**config.mk**
```make
export PLATFORM = sky130hd
export DESIGN_NAME = hazard_unit
export DESIGN_NICKNAME = d
export VERILOG_FILES = /design/src/common/pipe_pkg.sv /design/src/source/hazard_unit.sv
export SDC_FILE = /design/constraint.sdc
export NUM_CORES = 1
export LEC_CHECK = 0
export ABC_AREA = 1
export BUFFER_PORTS_ARGS = -buffer_cell sky130_fd_sc_hd__buf_2
export CORE_MARGIN = 8
export CORE_UTILIZATION = 38
export DETAILED_ROUTE_END_ITERATION = 10
export PLACE_DENSITY = 0.81
export SLEW_MARGIN = 15
export SYNTH_ARGS = -nofsm -noshare
export SYNTH_HDL_FRONTEND = slang
export SYNTH_SLANG_ARGS = --single-unit
```
**constraint.sdc**
```tcl
create_clock -name vclk -period 0.8
set_input_delay 0.04 -clock vclk [all_inputs]
set_output_delay 0.04 -clock vclk [all_outputs]
set_load 0.1 [all_outputs]
```
**src/common/pipe_pkg.sv**
```systemverilog
`default_nettype none

package pipe_pkg;

    // datapath and register index widths
    localparam int xlen       = 32;
    localparam int reg_addr_w = 5;

    // word-addressed memories inside the core
    localparam int imem_depth  = 256;
    localparam int dmem_depth  = 256;
    localparam int imem_addr_w = $clog2(imem_depth);
    localparam int dmem_addr_w = $clog2(dmem_depth);

    // addi x0, x0, 0 doubles as the pipeline bubble
    localparam logic [xlen-1:0] nop_instr = 32'h0000_0013;

    // major opcodes of the kept RV32I subset
    typedef enum logic [6:0] {
        opc_op     = 7'b0110011,
        opc_op_imm = 7'b0010011,
        opc_load   = 7'b0000011,
        opc_store  = 7'b0100011,
        opc_branch = 7'b1100011,
        opc_jal    = 7'b1101111
    } opcode_e;

    typedef enum logic [2:0] {
        alu_add,
        alu_sub,
        alu_and,
        alu_or,
        alu_xor,
        alu_slt
    } alu_op_e;

    // operand source in execute
    typedef enum logic [1:0] {
        // register file value read in decode
        fwd_none = 2'b00,
        // result leaving writeback
        fwd_wb   = 2'b01,
        // alu result held in memory stage
        fwd_mem  = 2'b10
    } fwd_sel_e;

endpackage

`default_nettype wire

```
**src/source/hazard_unit.sv**
```systemverilog
`timescale 1ns/10ps
`default_nettype none

module hazard_unit (
    // sources of the instruction in decode
    input  logic [pipe_pkg::reg_addr_w-1:0] rs1_d_i,
    input  logic [pipe_pkg::reg_addr_w-1:0] rs2_d_i,
    // sources and destination in execute
    input  logic [pipe_pkg::reg_addr_w-1:0] rs1_e_i,
    input  logic [pipe_pkg::reg_addr_w-1:0] rs2_e_i,
    input  logic [pipe_pkg::reg_addr_w-1:0] rd_e_i,
    // older destinations
    input  logic [pipe_pkg::reg_addr_w-1:0] rd_m_i,
    input  logic [pipe_pkg::reg_addr_w-1:0] rd_w_i,
    input  logic                            mem_read_e_i,
    input  logic                            reg_wr_en_m_i,
    input  logic                            reg_wr_en_w_i,
    input  logic                            ctrl_taken_e_i,
    output pipe_pkg::fwd_sel_e              forward_a_e_o,
    output pipe_pkg::fwd_sel_e              forward_b_e_o,
    output logic                            stall_o,
    output logic                            flush_o
);
    import pipe_pkg::*;

    logic load_use;

    // memory stage is younger, so it wins when both stages match
    function automatic fwd_sel_e fwd_pick(logic [reg_addr_w-1:0] src);
        fwd_sel_e sel;
        sel = fwd_none;
        if (reg_wr_en_m_i && (rd_m_i != '0) && (rd_m_i == src)) begin
            sel = fwd_mem;
        end else if (reg_wr_en_w_i && (rd_w_i != '0) && (rd_w_i == src)) begin
            sel = fwd_wb;
        end
        return sel;
    endfunction

    always_comb begin
        forward_a_e_o = fwd_pick(rs1_e_i);
        forward_b_e_o = fwd_pick(rs2_e_i);
    end

    // load data only exists after memory, one bubble lines it up with writeback
    assign load_use = mem_read_e_i && (rd_e_i != '0)
                      && ((rd_e_i == rs1_d_i) || (rd_e_i == rs2_d_i));

    // taken branch or jal discards the two younger instructions
    assign flush_o = ctrl_taken_e_i;
    // stalled instruction is flushed anyway
    assign stall_o = load_use && !ctrl_taken_e_i;

endmodule

`default_nettype wire

```
==> Word level (Yosys, flattened, before mapping) <==
Index checks and enable logic that the tools add are counted.
{ "totals": {"ff_bits": 0} }
{ "classes": {"eq_ne": 6, "mux": 4, "n_reduce_logical": 14} }
{ "op_table": {"columns": ["operator", "count"], "rows": [
  ["$eq 5x5->1", 6],
  ["$reduce_bool 5->1", 3],
  ["$logic_and 1x1->1", 9],
  ["$mux 2", 2],
  ["$mux 1", 2],
  ["$logic_not 1->1", 1],
  ["$logic_or 1x1->1", 1]
]} }

==> Longest topological paths before layout <==
{ "logic_depth": {"ltp_word": 5, "depth_mapped": 7, "ltp_nobuf": 7} }

==> Worst setup path before layout <==
No wires, ideal clock.
{ "synth_timing": {"path_kind": "input-to-output", "from": "input rd_m_i[0] in the netlist's numbering", "to": "output forward_a_e_o[0]", "arrival_time_ns": 1.919, "setup_slack_ns": -1.159, "stages": 5, "cell_sequence": "nor2_1 > nand3_1 > o21ai_2 > nor2_2 > nor2_1"} }
{ "synth_between": {"elab_chain_cells": 4, "elab_cells_between_ends": 5, "classes_between": "1 x eq/ne; 1 x mux; 3 x reduce/logical"} }
{ "synth_rtl": {"columns": ["element", "line_no", "source"], "rows": [
  ["start: declaration", "hazard_unit.sv:13", "input logic [pipe_pkg::reg_addr_w-1:0] rd_m_i,"],
  ["$reduce_bool 5->1", "hazard_unit.sv:32", "if (reg_wr_en_m_i && (rd_m_i != '0) && (rd_m_i == src)) begin"],
  ["$logic_and 1x1->1", "hazard_unit.sv:32", null],
  ["$logic_and 1x1->1 *", "hazard_unit.sv:32", null],
  ["$mux 2 *", "hazard_unit.sv:32", null],
  ["end: declaration", "hazard_unit.sv:19", "output pipe_pkg::fwd_sel_e forward_a_e_o,"]
]} }
Every way passes the cells marked *; elsewhere a longest branch is shown, timed or not.

==> Worst setup path in the final report <==
{ "layout_timing": {"from": "input rd_m_i[1] in the netlist's numbering", "to": "output forward_a_e_o[0]"} }
Same word-level chain as after synthesis.

==> impl_metrics.toml <==
[outcome]
outcome = "complete, but fails checks"
violations = "negative setup slack"

[timing]
whs_ps = 372
setup_slack_ps = -166
finalCritPeriodShare = 1.21
setup_violations = 5
rsz0062_at_grt = "true"
finalCriticalPeriod_ps = 966
drv_slew = 0
fmax_ghz = 1.04
relSlewSlack = 0.871
final_hold_viol_count = 0
tightest_slew_ps = 192
tns_ps = -640

[pwr]
combPwrFrac = 1.000
switchingPower_uw = 334
clockPowerShare = 0
seqPwrFrac = 0
peakVddDrop_mv = 0.343
cellPowerDensity_nw_per_um2 = 530
p_int_uw = 319
p_leak_uw = 0.000628
swShare = 0.511

[die]
pin_count = 45
die_w_um = 54.5
die-area_sq_um = 2970
die_h_um = 54.5
rows = 14
coreArea_sq_um = 1450
start_util = 0.388

[yosys]
synthCells = 124
ys_seq_area_frac = 0
synth_top_cell_area_share = 0.319
synth.top_cells.by_area = "nand2_1 32%, nor2_1 15%, xnor2_1 12%, inv_1 11%, xor2_1 4.7%"
post-synth-top-area-cell = "nand2_1"
syn_nets = 163
yosysWarnings = 0
synth.avg_cell_area_sq_um = 4.55
syn_area_sq_um = 564
yosysUniqueCellTypes = 16

[cells_and_area]
drive_gt1_frac = 0.559
ff_latch_area_sq_um = 0
nets = 211
fill_cells = 96
nClkBuffers = 0
area_delta_synth_final_pct = 118
diodes = 0
seq_cells = 0

[critical_path]
cp-startpoint = "rd_m_i[1]"
worstPathCellList = "buf_8 > nor2_4 > nand3_2 > o21ai_4 > nor2_4 > nor2_4 > buf_12"
endpoint_kind = "output pin"
cpMostUsedCell = "nor2_4"
cp.required_ps = 760
path_depth = 7
worstPathMaxFanout = 5
critPathLaunchType = "input pin"
worstSetupEndpoint = "forward_a_e_o[0]"
max_stage_delay_ps = 200
cp_top_family = "simple AND/OR/NAND/NOR gates"
crit_buf_inv = 2
crit_type = "input pin to output pin"
crit_arrival_ps = 930
crit_slowest_cell = "o21ai_4"

[detailed_routing]
drt_iter0_drc = 17
drt_pass1_iterations = 4
wirelength_um = 2270
drc = 0
wire_per_inst_um = 12.2
vias = 875
ant_nets = 0
via_per_inst = 4.70

[global_route]
antenna_found_initial = 0
grt_first_pass_wirelength_um = 3620
grt_start_max_net_pins = 6
grt_usage = 0.153
grt_pass1_vias = 891
overflow = 0

[placement]
portBuffers = 45
place_ws_ps = -236
hpwlAfterDp_um = 1830
gp_congestion = 0.717

[cts]
cts_setup_buffers = 0

[run]
cap_viol_max_count = 0

[worst_hold_path]
min-delay-path-class = "input pin to output pin"
worst min-delay path by stage:
stage	endpoint	slack (ps)	startpoint	cells after the start
3_5_place_dp	flush_o	370	ctrl_taken_e_i	2
6_report	flush_o	370	ctrl_taken_e_i	2
3_3_place_gp	flush_o	370	ctrl_taken_e_i	2
4_1_cts	flush_o	370	ctrl_taken_e_i	2
2_1_floorplan	flush_o	290	ctrl_taken_e_i	1
5_1_grt	flush_o	370	ctrl_taken_e_i	2
Yosys cell counts:
master     n
a21oi_1    1
buf_4      1
clkinv_1   1
inv_1     17
inv_2      6
nand2_1   48
nand2_2    2
nand3_1    5
nand3b_1   2
nand4_1    3
nor2_1    22
nor2_2     2
o21ai_1    2
o21ai_2    1
xnor2_1    8
xor2_1     3
per-layer routing:
metal / up-vias / GRT usage / routed length, um
li1: 462 / - / -
met1: 387 / 0.172 / 836
met2: 26 / 0.315 / 1310
met3: 0 / 0.0136 / 123
met4: 0 / 0 / 0
met5: - / 0 / 0
placed cells by master, fill, tap and decap left out:
master / synthesis / routed
inv_1: 17 / 9
nor2_2: 2 / 8
nand2_1: 48 / 35
nand2_2: 2 / 14
inv_4: 0 / 6
nand3b_1: 2 / 2
xnor2_1: 8 / 7
inv_8: 0 / 3
buf_4: 1 / 8
inv_2: 6 / 5
nor2_4: 0 / 6
a21oi_4: 0 / 1
nor2_1: 22 / 10
nand2_4: 0 / 1
xor2_1: 3 / 3
buf_2: 0 / 18
xnor2_2: 0 / 1
buf_8: 0 / 7
nand4_1: 3 / 3
clkinv_1: 1 / 1
nand3_2: 0 / 2
nand3_1: 5 / 3
o21ai_1: 2 / 2
buf_12: 0 / 8
o21ai_4: 0 / 1
buf_6: 0 / 6
power by group through the flow:
stage                     combinational, uW  sequential, uW  clock (uW)
after floorplan                         281               0           0
after global placement                  494               0           0
after detailed placement                509               0           0
after CTS                               585               0           0
after global routing                    707               0           0
final                                   653               0           0
area by class of cell:
class / count / area, sq um / area share
Multi-Input combinational cell: 99 / 601 / 0.488
Inverter: 24 / 128 / 0.104
Tap cell: 16 / 20.0 / 0.0163
Timing Repair Buffer: 47 / 483 / 0.392
kinds of logic (layout without fill, tap and decap cells):
family | Yosys count | count (layout) | share of synthesized area
AO/OA/AOI/OAI | 4 | 4 | 0.0421
buffers and inverters | 25 | 71 | 0.173
XOR/XNOR | 11 | 11 | 0.171
AND/OR/NAND/NOR | 84 | 84 | 0.614
what timing repair did:
| action | CTS | global route |
|---|---|---|
| pin swaps | 21 | 27 |
| hold buffers | 0 | 0 |
| setup endpoints to repair | 5 | 5 |
| resized for setup | 41 | 30 |
| hold endpoints to repair | 0 | 0 |
stage by stage:
step,util,total power (uW),cells,cell area [sq um]
6_report,0.847,653,186,1230
4_1_cts,0.780,585,186,1130
3_5_place_dp,0.680,509,186,988
3_3_place_gp,0.680,494,186,988
2_1_floorplan,-,281,124,646
5_1_grt,0.847,707,186,1230
No activity file was read; power rests on OpenSTA's default activity.
