--- src/common/pipe_pkg.sv ---
`default_nettype none

package pipe_pkg;

    // datapath and register index widths
    localparam int xlen       = 32;
    localparam int reg_addr_w = 5;

    // word-addressed memories inside the core
    localparam int imem_depth  = 256;
    localparam int dmem_depth  = 256;
    localparam int imem_addr_w = $clog2(imem_depth);
    localparam int dmem_addr_w = $clog2(dmem_depth);

    // addi x0, x0, 0 doubles as the pipeline bubble
    localparam logic [xlen-1:0] nop_instr = 32'h0000_0013;

    // major opcodes of the kept RV32I subset
    typedef enum logic [6:0] {
        opc_op     = 7'b0110011,
        opc_op_imm = 7'b0010011,
        opc_load   = 7'b0000011,
        opc_store  = 7'b0100011,
        opc_branch = 7'b1100011,
        opc_jal    = 7'b1101111
    } opcode_e;

    typedef enum logic [2:0] {
        alu_add,
        alu_sub,
        alu_and,
        alu_or,
        alu_xor,
        alu_slt
    } alu_op_e;

    // operand source in execute
    typedef enum logic [1:0] {
        // register file value read in decode
        fwd_none = 2'b00,
        // result leaving writeback
        fwd_wb   = 2'b01,
        // alu result held in memory stage
        fwd_mem  = 2'b10
    } fwd_sel_e;

endpackage

`default_nettype wire

--- src/core/decode_unit.sv ---
`timescale 1ns/10ps
`default_nettype none

module decode_unit (
    input  logic [pipe_pkg::xlen-1:0]       instr_i,
    output logic [pipe_pkg::reg_addr_w-1:0] rs1_o,
    output logic [pipe_pkg::reg_addr_w-1:0] rs2_o,
    output logic [pipe_pkg::reg_addr_w-1:0] rd_o,
    output logic [pipe_pkg::xlen-1:0]       imm_o,
    output pipe_pkg::alu_op_e               alu_op_o,
    output logic                            alu_src_imm_o,
    output logic                            reg_wr_en_o,
    output logic                            mem_read_o,
    output logic                            mem_write_o,
    output logic                            branch_o,
    output logic                            jump_o
);
    import pipe_pkg::*;

    opcode_e    opcode;
    logic [2:0] funct3;
    logic [6:0] funct7;
    logic       r_legal;
    logic       use_rs1;
    logic       use_rs2;

    assign opcode = opcode_e'(instr_i[6:0]);
    assign funct3 = instr_i[14:12];
    assign funct7 = instr_i[31:25];

    // add sub and or xor slt only, shifts and sltu are outside the subset
    assign r_legal = ((funct7 == 7'b0000000) && (funct3 inside {3'b000, 3'b010, 3'b100,
                                                                3'b110, 3'b111}))
                     || ((funct7 == 7'b0100000) && (funct3 == 3'b000));

    // unused source fields go to x0 so the hazard unit sees no false match
    assign rs1_o = use_rs1 ? instr_i[19:15] : '0;
    assign rs2_o = use_rs2 ? instr_i[24:20] : '0;

    always_comb begin
        // default is a bubble that writes nothing
        rd_o          = '0;
        imm_o         = '0;
        alu_op_o      = alu_add;
        alu_src_imm_o = 1'b0;
        reg_wr_en_o   = 1'b0;
        mem_read_o    = 1'b0;
        mem_write_o   = 1'b0;
        branch_o      = 1'b0;
        jump_o        = 1'b0;
        use_rs1       = 1'b0;
        use_rs2       = 1'b0;
        case (opcode)
            opc_op: begin
                if (r_legal) begin
                    rd_o        = instr_i[11:7];
                    reg_wr_en_o = 1'b1;
                    use_rs1     = 1'b1;
                    use_rs2     = 1'b1;
                    case (funct3)
                        3'b010:  alu_op_o = alu_slt;
                        3'b100:  alu_op_o = alu_xor;
                        3'b110:  alu_op_o = alu_or;
                        3'b111:  alu_op_o = alu_and;
                        // funct7 bit 5 picks sub
                        default: alu_op_o = funct7[5] ? alu_sub : alu_add;
                    endcase
                end
            end
            opc_op_imm: begin
                // addi only
                if (funct3 == 3'b000) begin
                    rd_o          = instr_i[11:7];
                    imm_o         = {{20{instr_i[31]}}, instr_i[31:20]};
                    alu_src_imm_o = 1'b1;
                    reg_wr_en_o   = 1'b1;
                    use_rs1       = 1'b1;
                end
            end
            opc_load: begin
                // lw, address is rs1 plus I immediate
                if (funct3 == 3'b010) begin
                    rd_o          = instr_i[11:7];
                    imm_o         = {{20{instr_i[31]}}, instr_i[31:20]};
                    alu_src_imm_o = 1'b1;
                    reg_wr_en_o   = 1'b1;
                    mem_read_o    = 1'b1;
                    use_rs1       = 1'b1;
                end
            end
            opc_store: begin
                // sw with split S immediate
                if (funct3 == 3'b010) begin
                    imm_o         = {{20{instr_i[31]}}, instr_i[31:25], instr_i[11:7]};
                    alu_src_imm_o = 1'b1;
                    mem_write_o   = 1'b1;
                    use_rs1       = 1'b1;
                    use_rs2       = 1'b1;
                end
            end
            opc_branch: begin
                // beq, compare is done on the forwarded operands
                if (funct3 == 3'b000) begin
                    imm_o    = {{19{instr_i[31]}}, instr_i[31], instr_i[7],
                                instr_i[30:25], instr_i[11:8], 1'b0};
                    branch_o = 1'b1;
                    use_rs1  = 1'b1;
                    use_rs2  = 1'b1;
                end
            end
            opc_jal: begin
                rd_o        = instr_i[11:7];
                imm_o       = {{11{instr_i[31]}}, instr_i[31], instr_i[19:12],
                               instr_i[20], instr_i[30:21], 1'b0};
                reg_wr_en_o = 1'b1;
                jump_o      = 1'b1;
            end
            default: begin
                // unknown opcode keeps the bubble defaults
            end
        endcase
    end

endmodule

`default_nettype wire

--- config.mk ---
export PLATFORM = sky130hd
export DESIGN_NAME = decode_unit
export DESIGN_NICKNAME = d
export VERILOG_FILES = /design/src/common/pipe_pkg.sv /design/src/core/decode_unit.sv
export SDC_FILE = /design/constraint.sdc
export NUM_CORES = 1
export LEC_CHECK = 0
export ABC_AREA = 1
export BUFFER_PORTS_ARGS = -buffer_cell sky130_fd_sc_hd__buf_4
export CAP_MARGIN = 20
export CORE_AREA = 2 2 55 57
export DETAILED_ROUTE_END_ITERATION = 10
export DIE_AREA = 0 0 57 59
export GPL_TIMING_DRIVEN = 0
export PLACE_DENSITY = 0.83
export SETUP_SLACK_MARGIN = 0.3
export SYNTH_ARGS = -nofsm -noshare
export SYNTH_HDL_FRONTEND = slang
export SYNTH_SLANG_ARGS = --single-unit
--- constraint.sdc ---
create_clock -name vclk -period 1.4
set_input_delay 0.07 -clock vclk [all_inputs]
set_output_delay 0.07 -clock vclk [all_outputs]
set_load 0.03 [all_outputs]
==> summary by stage, run 1 <==
STA
After the last repair the worst path ends at a primary output. The worst-slack endpoint at the end of global-route timing repair is imm_o[30].

Floorplan
The number of rows created at floorplan is 19. The width of the die is 57 um. The total I/O pin count is 88.

In this run the vertical extent of the chip is 59 um. The initial core utilization is 41.6%.

Status
The stage where the run came to a stop is 5_1_grt. The flow did not finish. The tool reported: "[ERROR DPL-0038] Utilization greater than 100%, impossible to legalize".

Placed design
The total of buffers placed on input and output ports is 88. Routability-driven placement finished with a final weighted congestion of 0.825. The final HPWL from detailed placement is 2910 um. The worst setup timing slack at the placement stage is -0.328 ns.

Synth
Synthesis produced 202 cells. The unique cell type count in the Yosys netlist is 25. In this run the mean area of a mapped cell was 5.59 um2. The number of nets handed over by synthesis was 234. The proportion of synthesized chip area in sequential cells is 0%. During synthesis, Yosys emitted a total of 0 warnings. The netlist area before placement is 1130 um2.

Global route
Entering global routing, the biggest net connects 13 pins.
==> timing repair <==
action                     CTS
resized for setup           70
hold buffers                 0
pin swaps                   22
setup endpoints to repair   53
buffers inserted            20
==> per-stage QoR <==
step,area (um2),std cells
4_1_cts,2320,341
3_5_place_dp,1900,321
3_3_place_gp,1900,321
2_1_floorplan,1200,202
==> cells in the mapped netlist <==
cell type | count | area (um2)
sky130_fd_sc_hd__nand2_1 | 47 | 176
sky130_fd_sc_hd__a21oi_1 | 4 | 20.0
sky130_fd_sc_hd__clkinv_1 | 1 | 3.75
sky130_fd_sc_hd__buf_6 | 1 | 11.3
sky130_fd_sc_hd__nor2_4 | 4 | 45.0
sky130_fd_sc_hd__nand2_4 | 7 | 78.8
sky130_fd_sc_hd__o21ai_0 | 10 | 50.1
sky130_fd_sc_hd__buf_4 | 12 | 90.1
sky130_fd_sc_hd__nand3_4 | 1 | 17.5
sky130_fd_sc_hd__inv_4 | 1 | 6.26
sky130_fd_sc_hd__nand3_1 | 18 | 90.1
sky130_fd_sc_hd__nor2_2 | 15 | 93.8
sky130_fd_sc_hd__inv_2 | 7 | 26.3
sky130_fd_sc_hd__nand4_1 | 8 | 50.1
sky130_fd_sc_hd__and2_4 | 1 | 8.76
sky130_fd_sc_hd__nor3_4 | 2 | 32.5
sky130_fd_sc_hd__o21bai_1 | 1 | 7.51
sky130_fd_sc_hd__nor2_8 | 2 | 40.0
sky130_fd_sc_hd__o21ai_2 | 1 | 8.76
sky130_fd_sc_hd__inv_1 | 27 | 101
sky130_fd_sc_hd__nand2_2 | 4 | 25.0
sky130_fd_sc_hd__nor2_1 | 20 | 75.1
sky130_fd_sc_hd__nand3_2 | 3 | 30.0
sky130_fd_sc_hd__a21boi_1 | 4 | 30.0
sky130_fd_sc_hd__nor3_2 | 1 | 10.0
==> kinds of logic after synthesis <==
logic type / after synthesis / synth area share, %
compound gates: 20 / 10.3
buf+inv: 49 / 21.2
simple gates: 133 / 68.5
==> run 2: changes to the inputs <==
--- a/config.mk
+++ b/config.mk
@@ -8,12 +8,11 @@
 export ABC_AREA = 1
 export BUFFER_PORTS_ARGS = -buffer_cell sky130_fd_sc_hd__buf_4
 export CAP_MARGIN = 20
-export CORE_AREA = 2 2 55 57
+export CORE_AREA = 2 2 63 65
 export DETAILED_ROUTE_END_ITERATION = 10
-export DIE_AREA = 0 0 57 59
+export DIE_AREA = 0 0 65 67
 export GPL_TIMING_DRIVEN = 0
-export PLACE_DENSITY = 0.83
-export SETUP_SLACK_MARGIN = 0.3
+export PLACE_DENSITY_LB_ADDON = 0.15
 export SYNTH_ARGS = -nofsm -noshare
 export SYNTH_HDL_FRONTEND = slang
 export SYNTH_SLANG_ARGS = --single-unit
==> run 2 against run 1 <==
Against the previous run:
- the flow now finishes without violations
- synthesized cell count unchanged
- synthesized area unchanged
==> summary by stage, run 2 <==
Setup path
The gate family responsible for the most delay along the worst path is buffers and inverters. The required time of the critical path is 1.33 ns. For this design, the slowest cell found on the critical path is sky130_fd_sc_hd__clkbuf_16. The endpoint kind of the worst setup timing path is an output pin. The type of the setup path with the least slack is in -> out. In this run the worst setup path begins at instr_i[1]. The critical path goes through buf_4, nand2_4, inv_2, nand2_4, nor2_4, o21bai_4, nand4_1, clkbuf_16, buf_4, buf_6. The buffers plus inverters on the worst setup path is 5.

Counting buffers and inverters, the worst setup path is 10 cells deep. The data arrival time of the critical path is 1.30 ns. The sort of element at the start of the critical path is a primary input. The peak fanout along the critical path is 6.

The maximum single-stage delay on the critical path is 0.22 ns.

Drt
The vias per cell is 4.43. Summing over every cut layer, the via total after detailed routing is 1,577. Dividing the detail-routed wire length by the instance count gives 10.8 um. The detailed router finished its first iteration with 119 violations. The count of nets left with antenna violations once routing finished came out at 0. The first detailed-routing pass took 4 iterations.

For this run, design rule violations remaining after detail routing come to 0. Summed over all layers, the routed wires come to 3840 um.

Layout
In the finished layout, the clock tree contains a buffer count of 0. The growth of design area from synthesis to finish is 89.2%. Sequential cells placed in the final layout were counted as 0.

The top cell types in the final layout, fill and taps aside, are sky130_fd_sc_hd__buf_4, sky130_fd_sc_hd__nand2_1, sky130_fd_sc_hd__inv_1. In the final design database the tool counted 342 nets. Leaving out fill and tap cells, the most frequent cell in the layout is sky130_fd_sc_hd__buf_4. The area taken by flip-flops and latches is 0 um2. The finished layout holds 356 standard cells, fillers aside.

The final antenna diode count is 0. In the final layout, the share of cells above drive strength 1 is 59.7%.

STA
The top achievable clock speed is 730 MHz. The slew of the pin with the lowest slew margin is 0.267 ns. The worst slew margin relative to its limit is 82.2%. Setup violations remaining at the end of the flow were counted as 0.

The worst path setup slack after routing is 0.0293 ns. Setup repair after global routing could not meet its margin everywhere. The ratio of final minimum period to clock period is 97.9%.

The number of failing hold endpoints at the final stage was 0. The final number of max-transition violations was 0. The minimum clock period after layout is 1.37 ns.

Floorplan
The placeable core area is 3610 um2. The die area is 4360 um2. The width of the die is 65 um. The total I/O pin count is 88. The y dimension of the die is 67 um.

The initial utilization of the core area, before any placement, comes to 31.3%. The floorplan has 22 rows.

Placed design
The worst setup timing slack at the placement stage is -0.435 ns. The placer's final routability congestion estimate is 0.771. The number of placed instances, taps included, is 338. Summed over all nets, the half-perimeter wirelength after detailed placement is 2900 um. The total of buffers placed on input and output ports is 88.

Synth
Sequential cells were found to cover 0% of the synthesized design area. The library cell with the highest instance count after synthesis is sky130_fd_sc_hd__nand2_1. Summing every instance area after synthesis gives 1130 um2. Each instance of the synthesized netlist takes up on average 5.59 um2. The number of warnings printed during yosys synthesis is 0. The number of nets in the synthesized netlist is 234. In the post-synthesis netlist, the biggest area contributors are sky130_fd_sc_hd__nand2_1, sky130_fd_sc_hd__inv_1, sky130_fd_sc_hd__nor2_2.

The unique cell type count in the Yosys netlist is 25. The portion of synthesized cell area occupied by the leading cell type is 15.6%. The cell count after synthesis came out at 202.

The library cell with the largest summed area after synthesis is sky130_fd_sc_hd__nand2_1. The commonest cells after synthesis are sky130_fd_sc_hd__nand2_1, sky130_fd_sc_hd__inv_1, sky130_fd_sc_hd__nor2_1.

Status
The run finished with clean final reports.

Hold path
The worst min-delay path startpoint is instr_i[15]. The hold-critical path depth is 4. The worst min-delay path class is in -> out.

Job
Across the run, the number of max-cap violations was 0.

Global route
Entering global routing, the biggest net connects 11 pins. The number of global-route vias before repair is 1,372. The initial antenna violation count was 0. For this run the aggregate overflow at the end of global routing stands at 0. In the global route stage, overall resource usage came out at 16.8%.

The first-pass GRT wire length is 6000 um.

Power
VDD sags by at most 92.4 uV. For this design the static power due to leakage is 1.27 nW. The power per cell area is 122 nW/um2.
==> run 2: cell counts after synthesis <==
No cell type changed its count.
==> run 2: path summary, 6_finish.rpt <==
kind | end | slack, ns
worst min-delay path | imm_o[15] | 0.46
worst max-delay path | imm_o[29] | 0.03
==> run 2: repair_timing <==
action | in CTS | in global routing
setup buffers | 16 | 2
hold buffers | 0 | 0
pin swaps | 10 | 8
gates resized for setup | 25 | 15
setup endpoints to repair | 13 | 42
gates cloned | 1 | 0
==> run 2: final cells by class <==
cell class / count / area [um2]
plain buffers: 13 / 116
well taps: 48 / 60.1
inverters: 36 / 140
repair buffers: 106 / 858
multi-input cells: 153 / 961
fillers: 342 / 1470
==> run 2: power breakdown <==
part | switching, W | internal (W) | total, W
clock network | 0 | 0 | 0
registers | 0 | 0 | 0
logic | 0.000144 | 0.000116 | 0.000260
total | 0.000144 | 0.000116 | 0.000260
==> run 2: logic make-up (layout without fill, tap and decap cells) <==
logic type	count (synthesis)	count (layout)	synth area share, %
AO/OA/AOI/OAI	20	20	10.3
AND/OR/NAND/NOR	133	133	68.5
buffers and inverters	49	155	21.2
==> run 2: metrics by stage <==
stage	hold slack [ns]	setup TNS, ns	total power, W	area (um2)	utilization [%]
after detailed placement	0.466	-5.09	0.000228	1860	51.5
after CTS	0.466	-0.0441	0.000252	2100	58.3
after global routing	0.489	-0.0301	0.000283	2140	59.2
final	0.465	0	0.000260	2140	59.2
after floorplan	0.262	-2.86	0.000108	1130	-
after global placement	0.464	-4.95	0.000226	1860	51.5
==> run 2: metal layers <==
metal	global-route usage (%)	vias to the layer above	share of wire [%]
li1	-	842	-
met1	22.4	683	45
met2	30.4	50	49
met3	1.69	2	6.2
met4	0.532	0	0.31
met5	0	-	0
Power figures use the tool's default switching activity.
==> run 3: changes to the inputs <==
==> constraint.sdc (replaced) <==
create_clock -name vclk -period 1.6
set_input_delay 0.08 -clock vclk [all_inputs]
set_output_delay 0.08 -clock vclk [all_outputs]
set_load 0.03 [all_outputs]
==> run 3 against run 2 <==
Against the previous run:
- combinational power shrank 22%
- final cell count is 4.5% lower
- first-iteration DRC count grew 15%
- clock-buffer cell count is the same
- global-route usage down 1.2 points
- design area shrank 11%
- die area unchanged
==> summary by stage, run 3 (same netlist as run 2, synthesis figures left out) <==
Status
The flow ran to the end, and the final reports show no timing, DRC or antenna violations.

Setup path
The data arrival time of the critical path is 1.44 ns. STA classifies the critical path startpoint as a primary input. The capturing element of the worst setup path is imm_o[24].

The type of the setup path with the least slack is in -> out. In this run the worst setup path begins at instr_i[1]. STA classifies the critical path endpoint as an output pin. At the worst endpoint, the required time is 1.52 ns. Along the worst path, the maximum fanout reaches 12.

STA
The final critical path takes up 95.0% of the cycle. Setup repair after global routing left no endpoint under its margin. Static timing analysis puts the maximum clock frequency at 658 MHz.

The number of failing hold endpoints at the final stage came to 0. The routed design could run at a clock period as short as 1.52 ns. The final number of max-transition violations came to 0. The worst slew margin relative to its limit is 78.0%. Final hold analysis gives a worst-case slack of 0.486 ns.

The number of setup violations in the final report is 0. At the pin with the least slew margin, the transition time is 0.329 ns. Setup slack on the critical path of the routed design comes to 0.0793 ns.

Global route
The maximum number of pins on one net before global-route repair is 13. The initial antenna violation count is 0. Global routing consumed, over all layers together, 15.6% of the routing resources. The number of global-route vias before repair is 1,268. The first-pass GRT wire length is 5660 um. After global routing the overflow that remains totals 0.

Layout
After the flow finishes, the layout carries non-filler instances totaling 340. The repair_antennas step left the layout with diodes totalling 0. The growth of design area from synthesis to finish is 68.0%. The final core area utilization is 52.6%. The net count of the finished layout is 326. In the layout the commonest cells are sky130_fd_sc_hd__buf_4, sky130_fd_sc_hd__nand2_1, sky130_fd_sc_hd__inv_1. There are 0 flip-flops and latches. The final-layout clock buffer total is 0. The fraction of layout cells with a size suffix above 1 is 53.8%. Summing all flip-flop and latch instances after layout gives 0 um2. Leaving out fill and tap cells, the most frequent cell in the layout is sky130_fd_sc_hd__buf_4.

Floorplan
Row generation in the floorplan step produced 22 rows. The die covers 4360 um2. From left edge to right edge, the die measures 65 um.

The total I/O pin count is 88. The core region is 3610 um2. From bottom edge to top edge, the die measures 67 um. For this configuration, the core starts out at a cell density of 31.3%.

Placed design
The number of cells after detailed placement is 338. After legalization and detailed placement, the total HPWL measured 2930 um. The total of buffers placed on input and output ports is 88. Timing analysis after detailed placement gives a worst setup slack of -0.221 ns.

The congestion estimate from routability-driven global placement came to 0.740.

Drt
Using the TritonRoute via totals, the vias-per-cell ratio works out to 4.41. The total number of vias is 1,498. The detail route stage leaves a number of antenna-violating nets equal to 0. In the routed design, unresolved DRC markers number 0. The wire length per cell after detailed routing is 10.2 um. The number of design-rule violations left by the first detailed-router iteration is 137.

The total wire length is 3480 um. The first TritonRoute pass finished after 4 iterations.

Power
The power per cell area is 106 nW/um2. IR analysis of the VDD net gives a maximum drop of 74.1 uV. The leakage power summed over all cells is 1.19 nW.

Hold path
The worst min-delay path class is in -> out.

Job
Across the run, the number of max-cap violations was 0.
## run 3: stage by stage
step | power [W] | TNS [ns] | instance area [um2]
2_1_floorplan | 0.0000945 | -0.335 | 1130
3_3_place_gp | 0.000198 | -2.83 | 1860
3_5_place_dp | 0.000199 | -2.51 | 1860
4_1_cts | 0.000201 | 0 | 1880
5_1_grt | 0.000222 | 0 | 1900
6_report | 0.000202 | 0 | 1900
## run 3: report_power, final
part	switching, W	leakage [nW]	internal (W)	total (W)
Sequential	0	0	0	0
Clock	0	0	0	0
Combinational	0.000114	1.19	0.0000873	0.000202
Total	0.000114	1.19	0.0000873	0.000202
## run 3: area by class of cell
type	count	area [um2]
fillers	397	1710
inverters	36	138
multi-input cells	153	905
plain buffers	13	105
repair buffers	90	688
well taps	48	60.1
## run 3: how the worst min path moves through the flow
| stage | start | to | slack (ns) | cells after the start |
|---|---|---|---|---|
| 2_1_floorplan | instr_i[7] | rd_o[0] | 0.28 | 2 |
| 3_3_place_gp | instr_i[15] | imm_o[15] | 0.49 | 4 |
| 3_5_place_dp | instr_i[19] | imm_o[19] | 0.49 | 4 |
| 4_1_cts | instr_i[19] | imm_o[19] | 0.49 | 4 |
| 5_1_grt | instr_i[17] | imm_o[17] | 0.51 | 4 |
| 6_report | instr_i[16] | imm_o[16] | 0.49 | 4 |
## run 3: layer usage
metal	up-vias	track usage, %	part of all wire (%)	routed length, um
met1	634	22.5	46	1590
met5	-	0	0	0
met4	0	0	0	0
met2	63	26.8	47	1630
li1	801	-	-	-
met3	0	1.01	7.3	256
## run 3: critical path, cell delays in order
cell and delay [ns]:
sky130_fd_sc_hd__buf_4 0.11, sky130_fd_sc_hd__nand2_2 0.10, sky130_fd_sc_hd__inv_1 0.08, sky130_fd_sc_hd__nand2_4 0.14, sky130_fd_sc_hd__nor2_4 0.09, sky130_fd_sc_hd__o21bai_1 0.19, sky130_fd_sc_hd__nand4_1 0.18, sky130_fd_sc_hd__buf_12 0.19
sky130_fd_sc_hd__buf_4 0.12, sky130_fd_sc_hd__buf_4 0.15
## run 3: repair_timing
item	in CTS	in global routing
endpoints found under the setup margin	12	12
setup buffers	1	1
hold buffers	0	0
resized for setup	1	4
pin swaps	0	1
